$ cat config.mk
export PLATFORM = sky130hd
export DESIGN_NAME = tetris_display_top
export DESIGN_NICKNAME = d
export VERILOG_FILES = /design/src/hw/display_pkg.sv /design/src/hw/vga_pixel_if.sv /design/src/hw/vga_timing.sv /design/src/hw/apb_regs.sv /design/src/hw/playfield_renderer.sv /design/src/hw/score_renderer.sv /design/src/hw/pixel_compositor.sv /design/src/hw/tetris_display_top.sv
export VERILOG_INCLUDE_DIRS = /design/src /design/src/hw
export SDC_FILE = /design/constraint.sdc
export NUM_CORES = 1
export LEC_CHECK = 0
export BUFFER_PORTS_ARGS = -buffer_cell sky130_fd_sc_hd__clkbuf_2
export CAP_MARGIN = 30
export CORE_MARGIN = 3
export CORE_UTILIZATION = 55
export DETAILED_ROUTE_END_ITERATION = 6
export PLACE_DENSITY = 0.72
export SLEW_MARGIN = 20
export SYNTH_ARGS = -nofsm -noshare
export SYNTH_HDL_FRONTEND = slang
export SYNTH_SLANG_ARGS = --single-unit
$ cat constraint.sdc
create_clock -name hz100 -period 9.5 [get_ports hz100]
set_input_delay 0 -clock hz100 [delete_from_list [all_inputs] [get_ports hz100]]
set_output_delay 0 -clock hz100 [all_outputs]
set_load 0.02 [all_outputs]
$ cat src/hw/display_macros.svh
`ifndef DISPLAY_MACROS_SVH
`define DISPLAY_MACROS_SVH

// horizontal timing, in pixel clocks
`define H_ACTIVE 640
`define H_FP 16
`define H_SYNC 96
`define H_BP 48
`define H_TOTAL 800

// vertical timing, in lines
`define V_ACTIVE 480
`define V_FP 10
`define V_SYNC 2
`define V_BP 33
`define V_TOTAL 525

// board geometry
`define BOARD_ROWS 20
`define BOARD_COLS 10
`define CELL_PX 16
`define GRID_X0 240
`define GRID_Y0 80

// screen pixels per font pixel
`define FONT_SCALE 4

// apb map
`define APB_ADDR_W 8
`define ADDR_ROW0 'h00
`define ADDR_SCORE 'h20
`define ADDR_SCORE_COLOR 'h21
`define ADDR_SCORE_POS 'h22

`endif

$ cat src/hw/display_pkg.sv
`default_nettype none
`include "display_macros.svh"

package display_pkg;

  // one bit each for red, green, blue; zero is black
  typedef logic [2:0] color_t;

  // column 0 sits in the low bits
  typedef color_t [`BOARD_COLS-1:0] board_row_t;

  // whole settled playfield, row 0 at the top
  typedef board_row_t [`BOARD_ROWS-1:0] board_t;

  // 3x5 hex glyphs
  // row 0 in bits 14:12, msb of each row is the leftmost pixel
  localparam logic [14:0] hex_font [0:15] = '{
    15'b111_101_101_101_111,
    15'b010_110_010_010_111,
    15'b111_001_111_100_111,
    15'b111_001_111_001_111,
    15'b101_101_111_001_001,
    15'b111_100_111_001_111,
    15'b111_100_111_101_111,
    15'b111_001_001_001_001,
    15'b111_101_111_101_111,
    15'b111_101_111_001_111,
    15'b010_101_111_101_101,
    15'b110_101_110_101_110,
    15'b111_100_100_100_111,
    15'b110_101_101_101_110,
    15'b111_100_111_100_111,
    15'b111_100_111_100_100
  };

endpackage

`default_nettype wire

$ cat src/hw/vga_pixel_if.sv
`timescale 1ns/1ps
`default_nettype none

// pixel stage 0: every field describes the same pixel in a cycle
interface vga_pixel_if;

  // screen coordinates from the counters
  logic [9:0] x;
  logic [9:0] y;
  // inside the 640x480 visible area
  logic       active;
  // low-true syncs
  logic       hsync;
  logic       vsync;

  // driven by the timing generator
  modport source (output x, y, active, hsync, vsync);

  // renderers and compositor only look
  modport sink (input x, y, active, hsync, vsync);

endinterface

`default_nettype wire

$ cat src/hw/vga_timing.sv
`timescale 1ns/1ps
`default_nettype none
`include "display_macros.svh"

module vga_timing (
  input  wire logic         clk,
  input  wire logic         rst_n,
  vga_pixel_if.source       pix
);

  // sync pulse windows
  localparam int HS_START = `H_ACTIVE + `H_FP;
  localparam int HS_END   = `H_ACTIVE + `H_FP + `H_SYNC;
  localparam int VS_START = `V_ACTIVE + `V_FP;
  localparam int VS_END   = `V_ACTIVE + `V_FP + `V_SYNC;

  logic [9:0] h_cnt;
  logic [9:0] v_cnt;
  logic       h_last;
  logic       v_last;

  // end of line and end of frame
  assign h_last = (h_cnt == 10'(`H_TOTAL - 1));
  assign v_last = (v_cnt == 10'(`V_TOTAL - 1));

  // one pixel per clock and one line per horizontal wrap
  always_ff @(posedge clk or negedge rst_n) begin
    if (!rst_n) begin
      h_cnt <= '0;
      v_cnt <= '0;
    end else begin
      h_cnt <= h_last ? '0 : h_cnt + 10'd1;
      if (h_last) begin
        v_cnt <= v_last ? '0 : v_cnt + 10'd1;
      end
    end
  end

  assign pix.x = h_cnt;
  assign pix.y = v_cnt;

  // visible area
  assign pix.active = (h_cnt < 10'(`H_ACTIVE)) && (v_cnt < 10'(`V_ACTIVE));

  // syncs pulse low inside the windows
  assign pix.hsync = !((h_cnt >= 10'(HS_START)) && (h_cnt < 10'(HS_END)));
  assign pix.vsync = !((v_cnt >= 10'(VS_START)) && (v_cnt < 10'(VS_END)));

  // counter stays inside the line
  a_x_range: assert property (@(posedge clk) disable iff (!rst_n)
    pix.x < 10'(`H_TOTAL));

endmodule

`default_nettype wire

$ cat src/hw/apb_regs.sv
`timescale 1ns/1ps
`default_nettype none
`include "display_macros.svh"

module apb_regs (
  input  wire logic                     clk,
  input  wire logic                     rst_n,
  input  wire logic                     psel,
  input  wire logic                     penable,
  input  wire logic                     pwrite,
  input  wire logic [`APB_ADDR_W-1:0]   paddr,
  input  wire logic [31:0]              pwdata,
  output logic      [31:0]              prdata,
  output logic                          pready,
  output logic                          pslverr,
  output display_pkg::board_t           board,
  output logic      [7:0]               score,
  output display_pkg::color_t           score_fg,
  output logic      [13:0]              score_pos
);

  localparam int ROW_W   = $clog2(`BOARD_ROWS);
  localparam int ROW_BITS = $bits(display_pkg::board_row_t);

  logic [`APB_ADDR_W-1:0] row_off;
  logic                   in_rows;
  logic                   is_score;
  logic                   is_color;
  logic                   is_pos;
  logic                   hit;
  logic                   access;

  // address decode
  assign row_off  = paddr - `APB_ADDR_W'(`ADDR_ROW0);
  assign in_rows  = row_off < `APB_ADDR_W'(`BOARD_ROWS);
  assign is_score = paddr == `APB_ADDR_W'(`ADDR_SCORE);
  assign is_color = paddr == `APB_ADDR_W'(`ADDR_SCORE_COLOR);
  assign is_pos   = paddr == `APB_ADDR_W'(`ADDR_SCORE_POS);
  assign hit      = in_rows || is_score || is_color || is_pos;

  // access phase, no wait states
  assign access  = psel && penable;
  assign pready  = 1'b1;
  assign pslverr = access && !hit;

  // writes land on the access edge; unmapped addresses match nothing
  always_ff @(posedge clk or negedge rst_n) begin
    if (!rst_n) begin
      board     <= '0;
      score     <= '0;
      score_fg  <= '0;
      score_pos <= '0;
    end else if (access && pwrite) begin
      if (in_rows) begin
        board[row_off[ROW_W-1:0]] <= pwdata[ROW_BITS-1:0];
      end
      if (is_score) begin
        score <= pwdata[7:0];
      end
      if (is_color) begin
        score_fg <= pwdata[2:0];
      end
      // column in 5:0, row in 13:8, bits 7:6 unused
      if (is_pos) begin
        score_pos <= {pwdata[13:8], 2'b00, pwdata[5:0]};
      end
    end
  end

  // readback mux, zero for holes in the map
  always_comb begin
    prdata = '0;
    if (in_rows) begin
      prdata = 32'(board[row_off[ROW_W-1:0]]);
    end else if (is_score) begin
      prdata = 32'(score);
    end else if (is_color) begin
      prdata = 32'(score_fg);
    end else if (is_pos) begin
      prdata = 32'(score_pos);
    end
  end

  // access phase only inside a selected transfer
  a_penable_psel: assert property (@(posedge clk) disable iff (!rst_n)
    penable |-> psel);

  // address held from setup into access
  a_paddr_stable: assert property (@(posedge clk) disable iff (!rst_n)
    (psel && !penable) ##1 penable |-> $stable(paddr));

endmodule

`default_nettype wire

$ cat src/hw/playfield_renderer.sv
`timescale 1ns/1ps
`default_nettype none
`include "display_macros.svh"

module playfield_renderer (
  input  wire logic                 clk,
  input  wire logic                 rst_n,
  vga_pixel_if.sink                 pix,
  input  wire display_pkg::board_t  board,
  output display_pkg::color_t       grid_color
);

  // cell index widths and shift for the cell edge
  localparam int COL_W   = $clog2(`BOARD_COLS);
  localparam int ROW_W   = $clog2(`BOARD_ROWS);
  localparam int CELL_SH = $clog2(`CELL_PX);
  // grid rectangle edges
  localparam int GRID_X1 = `GRID_X0 + `BOARD_COLS * `CELL_PX;
  localparam int GRID_Y1 = `GRID_Y0 + `BOARD_ROWS * `CELL_PX;

  logic [9:0]       rel_x;
  logic [9:0]       rel_y;
  logic [COL_W-1:0] col;
  logic [ROW_W-1:0] row;
  logic             in_grid;

  // offset from the board origin
  assign rel_x = pix.x - 10'(`GRID_X0);
  assign rel_y = pix.y - 10'(`GRID_Y0);

  // cell under the pixel
  assign col = rel_x[CELL_SH +: COL_W];
  assign row = rel_y[CELL_SH +: ROW_W];

  assign in_grid = pix.active &&
                   (pix.x >= 10'(`GRID_X0)) && (pix.x < 10'(GRID_X1)) &&
                   (pix.y >= 10'(`GRID_Y0)) && (pix.y < 10'(GRID_Y1));

  // one register stage, black off the board
  always_ff @(posedge clk or negedge rst_n) begin
    if (!rst_n) begin
      grid_color <= '0;
    end else begin
      grid_color <= in_grid ? board[row][col] : '0;
    end
  end

endmodule

`default_nettype wire

$ cat src/hw/score_renderer.sv
`timescale 1ns/1ps
`default_nettype none
`include "display_macros.svh"

module score_renderer (
  input  wire logic                 clk,
  input  wire logic                 rst_n,
  vga_pixel_if.sink                 pix,
  input  wire logic [7:0]           score,
  input  wire display_pkg::color_t  score_fg,
  input  wire logic [13:0]          score_pos,
  output display_pkg::color_t       score_color,
  output logic                      score_hit
);

  // glyph size in font pixels
  localparam int GLYPH_W = 3;
  localparam int GLYPH_H = 5;
  // two digits plus a one font pixel gap
  localparam int BOX_W = (2 * GLYPH_W + 1) * `FONT_SCALE;
  localparam int BOX_H = GLYPH_H * `FONT_SCALE;

  logic [10:0] org_x;
  logic [10:0] org_y;
  logic [10:0] rel_x;
  logic [10:0] rel_y;
  logic [2:0]  font_x;
  logic [2:0]  font_y;
  logic [2:0]  glyph_col;
  logic [3:0]  nibble;
  logic [3:0]  bit_idx;
  logic [14:0] glyph;
  logic        in_box;
  logic        gap;
  logic        font_bit;

  // digit box origin in screen pixels, 11 bits so the far edge cannot wrap
  assign org_x = 11'(score_pos[5:0]) * 11'(`CELL_PX);
  assign org_y = 11'(score_pos[13:8]) * 11'(`CELL_PX);
  assign rel_x = 11'(pix.x) - org_x;
  assign rel_y = 11'(pix.y) - org_y;

  assign in_box = pix.active &&
                  (11'(pix.x) >= org_x) && (rel_x < 11'(BOX_W)) &&
                  (11'(pix.y) >= org_y) && (rel_y < 11'(BOX_H));

  // font pixel coordinates inside the box
  assign font_x = 3'(rel_x / 11'(`FONT_SCALE));
  assign font_y = 3'(rel_y / 11'(`FONT_SCALE));

  // left digit is the high nibble, then the gap column
  assign gap       = (font_x == 3'(GLYPH_W));
  assign nibble    = (font_x < 3'(GLYPH_W)) ? score[7:4] : score[3:0];
  assign glyph_col = (font_x < 3'(GLYPH_W)) ? font_x : font_x - 3'(GLYPH_W + 1);
  assign glyph     = display_pkg::hex_font[nibble];

  // row 0 in the top bits, msb at the left
  assign bit_idx  = 4'(14) - (4'(font_y) * 4'(GLYPH_W) + 4'(glyph_col));
  assign font_bit = in_box && !gap && glyph[bit_idx];

  // one register stage, hit flag travels with the colour
  always_ff @(posedge clk or negedge rst_n) begin
    if (!rst_n) begin
      score_hit   <= 1'b0;
      score_color <= '0;
    end else begin
      score_hit   <= font_bit;
      score_color <= font_bit ? score_fg : '0;
    end
  end

endmodule

`default_nettype wire

$ cat src/hw/pixel_compositor.sv
`timescale 1ns/1ps
`default_nettype none

module pixel_compositor (
  input  wire logic                 clk,
  input  wire logic                 rst_n,
  vga_pixel_if.sink                 pix,
  input  wire display_pkg::color_t  grid_color,
  input  wire display_pkg::color_t  score_color,
  input  wire logic                 score_hit,
  output logic                      red,
  output logic                      green,
  output logic                      blue,
  output logic                      hsync,
  output logic                      vsync,
  output logic [9:0]                x,
  output logic [9:0]                y
);

  // stage 1 copies, aligned with the renderer outputs
  logic [9:0]          x_d1;
  logic [9:0]          y_d1;
  logic                hs_d1;
  logic                vs_d1;
  logic                act_d1;
  // stage 2 active flag, aligned with the outputs
  logic                act_d2;
  display_pkg::color_t merged;

  // score glyph wins over the board
  assign merged = score_hit ? score_color : grid_color;

  always_ff @(posedge clk or negedge rst_n) begin
    if (!rst_n) begin
      x_d1   <= '0;
      y_d1   <= '0;
      hs_d1  <= 1'b1;
      vs_d1  <= 1'b1;
      act_d1 <= 1'b0;
      x      <= '0;
      y      <= '0;
      hsync  <= 1'b1;
      vsync  <= 1'b1;
      act_d2 <= 1'b0;
      red    <= 1'b0;
      green  <= 1'b0;
      blue   <= 1'b0;
    end else begin
      x_d1   <= pix.x;
      y_d1   <= pix.y;
      hs_d1  <= pix.hsync;
      vs_d1  <= pix.vsync;
      act_d1 <= pix.active;
      x      <= x_d1;
      y      <= y_d1;
      hsync  <= hs_d1;
      vsync  <= vs_d1;
      act_d2 <= act_d1;
      // colour bits ordered red, green, blue
      {red, green, blue} <= merged;
    end
  end

  // both renderers must blank outside the visible area
  a_blank: assert property (@(posedge clk) disable iff (!rst_n)
    !act_d2 |-> ({red, green, blue} == 3'b000));

endmodule

`default_nettype wire

$ cat src/hw/tetris_display_top.sv
`timescale 1ns/1ps
`default_nettype none
`include "display_macros.svh"

module tetris_display_top (
  input  wire logic                     hz100,
  input  wire logic                     rst_n,
  // apb host port
  input  wire logic                     psel,
  input  wire logic                     penable,
  input  wire logic                     pwrite,
  input  wire logic [`APB_ADDR_W-1:0]   paddr,
  input  wire logic [31:0]              pwdata,
  output logic      [31:0]              prdata,
  output logic                          pready,
  output logic                          pslverr,
  // vga out, all aligned to one pixel
  output logic                          red,
  output logic                          green,
  output logic                          blue,
  output logic                          hsync,
  output logic                          vsync,
  output logic      [9:0]               x,
  output logic      [9:0]               y
);

  // register file to renderers
  display_pkg::board_t board;
  logic [7:0]          score;
  display_pkg::color_t score_fg;
  logic [13:0]         score_pos;

  // renderer layers
  display_pkg::color_t grid_color;
  display_pkg::color_t score_color;
  logic                score_hit;

  // stage 0 pixel bus
  vga_pixel_if pix ();

  vga_timing u_timing (.clk(hz100), .rst_n(rst_n), .pix(pix));

  apb_regs u_regs (
    .clk(hz100), .rst_n(rst_n), .psel(psel), .penable(penable), .pwrite(pwrite),
    .paddr(paddr), .pwdata(pwdata), .prdata(prdata), .pready(pready),
    .pslverr(pslverr), .board(board), .score(score), .score_fg(score_fg),
    .score_pos(score_pos)
  );

  playfield_renderer u_playfield (
    .clk(hz100), .rst_n(rst_n), .pix(pix), .board(board), .grid_color(grid_color)
  );

  score_renderer u_score (
    .clk(hz100), .rst_n(rst_n), .pix(pix), .score(score), .score_fg(score_fg),
    .score_pos(score_pos), .score_color(score_color), .score_hit(score_hit)
  );

  pixel_compositor u_comp (
    .clk(hz100), .rst_n(rst_n), .pix(pix), .grid_color(grid_color),
    .score_color(score_color), .score_hit(score_hit), .red(red), .green(green),
    .blue(blue), .hsync(hsync), .vsync(vsync), .x(x), .y(y)
  );

endmodule

`default_nettype wire

==> results by group <==
Yosys
  – Main synth FF type: dfrtp_1
  – Top cells by count, synth: 693 x dfrtp_1, 620 x mux2_2, 292 x mux4_2
  – Synth top area cells: dfrtp_1 46%, mux2_2 19%, mux4_2 18%, nand2_1 1.9%, mux2i_1 1.5%
  – Synth Area per Inst: between 10 and 15 sq um
  – Register area share after synthesis: 46.5%
  – Yosys reg bits: between 600 and 700
  – Post-synthesis cell type count: 82
  – Synth Instances: between 2k and 3k
  – Post-synth EDFFs: 0
  – Area of the mapped netlist: ~0.037 sq mm
  – Synth top area share: between 40% and 50%
  – Number of synthesis warnings: 0
  – Count leader, synth: dfrtp_1
  – Synth async-reset ratio: 100%
  – Largest area contributor in the netlist: dfrtp_1

Routing
  – Via density: between 6 and 7
  – DR pass1 iterations: 6
  – Residual DRC: 0
  – Via total after detailed routing: between 20k and 30k
  – Routed wire length per instance: ~30 um
  – Final ANT Viol Nets: 0
  – Post-Route WL: between 100 and 150 mm
  – 1st-iter DRT viols: ~2.9k

Clock tree
  – CTS Buffer Depth: 3
  – Clk sinks: 697
  – Setup Buffers After CTS: 0
  – CTS tree: built
  – Root Driver: clkbuf_16
  – Clock-pin slew on the worst setup and hold paths: approximately 0.06 ns
  – H-Tree Depth: 3
  – Num CTS Buffers: 77
  – Worst-skew pair later-pin latency: ~0.63 ns

Placed design
  – Dpl hpwl: ~67 mm
  – Placer Congestion: slightly below 0.9
  – Port bufs: 98
  – Dpl cell area: 0.0386 sq mm

Power and ir drop
  – NetSw: ~1500 uW
  – Clock share of power: 48.2%
  – Power Dens Cells: 155 mW/mm^2
  – Comb pwr share: under 10%
  – Sequential share of power: a little under half
  – Peak supply drop: between 0.1 and 0.15 mV
  – Leak: between 0.015 and 0.02 uW
  – Cell Int Power: 4940 uW
  – Switching share of power: about 23%

Global routing
  – Maximum number of pins on one net before global-route repair: between 150 and 200
  – Met1 Usage GRT: 42.4%
  – Vias in the first global route: ~26k
  – Global route overflow: 0
  – Initial antenna violation count: 0
  – Global-route track usage on met2: between 50% and 60%
  – First-pass GRT wire length: approximately 170 mm
  – Gr usage total: around a third
  – GR Util met3: under 10%
  – GRT busiest layer: met2

Critical path
  – Reg-to-reg endpoint: u_playfield.grid_color[1]
  – Worst Setup SP: u_timing.pix.y[4]
  – Slack of the worst reg-to-reg path: roughly 4.3 ns
  – Data arrival, critical path: between 5 and 6 ns
  – FF-to-FF Start: u_timing.pix.y[4]
  – WS Path Type: register to register
  – FF-to-FF path depth: 10
  – CP max FO: 38
  – Critical Path End: u_playfield.grid_color[1]
  – CP Capture Type: register
  – Data required time of the worst path: 9.95 ns
  – Worst setup SP type: register

Flow run
  – Max_cap viols: 0

Timing
  – Slew Viols, Final: 0
  – Fin Setup TNS: 0 ns
  – Fin crit share: 54.8%
  – Clock Skews: between 0.03 and 0.04 ns
  – Max transition margin: a little over a quarter
  – Final setup violation count: 0
  – Post-layout min period: ~5.2 ns
  – Worst-margin pin slew: 1.09 ns
  – Unrepaired setup endpoints after global routing: false
  – Final hold viol count: 0
  – Max frequency: between 150 and 200 MHz

Floorplanning
  – Core area: between 0.06 and 0.07 sq mm
  – Io pins: 104
  – Initial Util: 55.6%
  – Die Y: around 270 um
  – Num rows: 95
  – Die area: between 0.07 and 0.08 sq mm
  – Die Wd: about 270 um

Layout
  – Share of cells above drive strength 1: approximately 45%
  – Post-layout net count: between 2k and 3k
  – Ant. Diodes: 0
  – Synth-to-Final Area Change: 10.7%
  – Design area: slightly above 0.04 sq mm

Status
  – Status: complete, no violations

Hold path
  – Hold WC Path Type: input pin to asynchronous set/reset pin
==> worst min-delay path by stage <==
stage	from	to	slack, ns
floorplan	rst_n	u_comp.blue	-0.30
global placement	rst_n	u_regs.board[301]	0.13
detailed placement	rst_n	u_regs.board[301]	0.14
CTS	rst_n	u_regs.board[310]	0.07
global route	rst_n	u_regs.board[121]	0.12
finish	rst_n	u_regs.board[121]	0.05
==> layout make-up <==
cell class / instances / area, sq um
Multi-Input combinational cell: 1681 / 18800
Tap cell: 873 / 1090
Clock buffer: 112 / 2240
Clock inverter: 28 / 368
Inverter: 55 / 206
Timing Repair Buffer: 190 / 1360
Sequential cell: 697 / 17500
Fill cell: 4989 / 25900
==> kinds of logic after synthesis <==
kind of cell,share of synthesized area [%]
xor gates and xnor gates,0.631
muxes,38.4
AOI/OAI and AO/OA,4.75
DFF,46.5
and+or+nand+nor,4.55
buffers and inverters,3.77
adders and majority gates,1.37
other,0.0200
==> power by group through the flow <==
stage	Combinational, uW	Clock (uW)	Sequential (uW)
final	310	3090	3020
after global routing	334	3250	3020
after CTS	310	3130	3020
after detailed placement	297	0	3070
after global placement	289	0	3070
after floorplan	164	0	3060
==> timing repair <==
action                     in CTS  in global routing
hold buffers                   31                  0
hold endpoints to repair      625                  0
setup endpoints to repair       0                  0
gates resized for setup         0                  0
==> layer usage <==
metal	routed length (um)	share of wire, %	vias to the layer above
met5	0	0	-
met4	4580	4.2	0
met3	10200	9.2	269
met2	53000	48	1321
met1	42200	38	13300
li1	-	-	10200
==> placed cells by master (no fill, tap or decap), types with 20 or more instances in the layout <==
cell type,count
mux4_2,292
dfrtp_1,692
mux2_2,620
mux2i_1,57
o21ai_0,72
clkbuf_2,95
nor2_1,67
buf_4,54
dlygate4sd3_1,31
nand3_1,33
clkbuf_16,79
a21oi_1,23
a22o_1,20
ha_1,32
inv_1,51
nand2_1,181
==> state kept, by name, summed over array words and instances (netlist names) <==
signal and count:
u_comp.x 10, u_playfield.grid_color 3, u_regs.board 600, u_comp.hsync 1
u_comp.y_d1 10, u_comp.green 1, u_timing.pix.x 10, u_regs.score_fg 3
u_score.score_color 3, u_comp.vs_d1 1, u_comp.hs_d1 1, u_regs.score 8
u_score.score_hit 1, u_timing.pix.y 10, u_comp.vsync 1, u_comp.red 1
u_comp.blue 1, u_comp.y 10, u_comp.x_d1 10, u_regs.score_pos 12
==> worst max-delay path: stages (launching register included) <==
cell      delay, ns
dfrtp_4        0.95
inv_2          0.38
ha_1           0.49
xnor2_4        0.81
buf_4          0.71
mux4_1         0.67
mux2_2         0.31
a211oi_1       0.24
o31ai_1        0.14
o211ai_1       0.14
a311oi_1       0.12
==> per-stage QoR <==
step / util (%) / setup WS, ns / hold WS (ns) / total power, uW / instances
floorplan: - / 6.03 / -0.296 / 3230 / 2689
global route: 61.6 / 4.01 / 0.121 / 6600 / 3636
global placement: 57.2 / 4.33 / 0.127 / 3360 / 3461
finish: 61.6 / 4.29 / 0.0539 / 6420 / 3636
CTS: 61.5 / 4.32 / 0.0651 / 6460 / 3634
detailed placement: 57.2 / 4.32 / 0.141 / 3370 / 3463
Power figures use the tool's default switching activity.
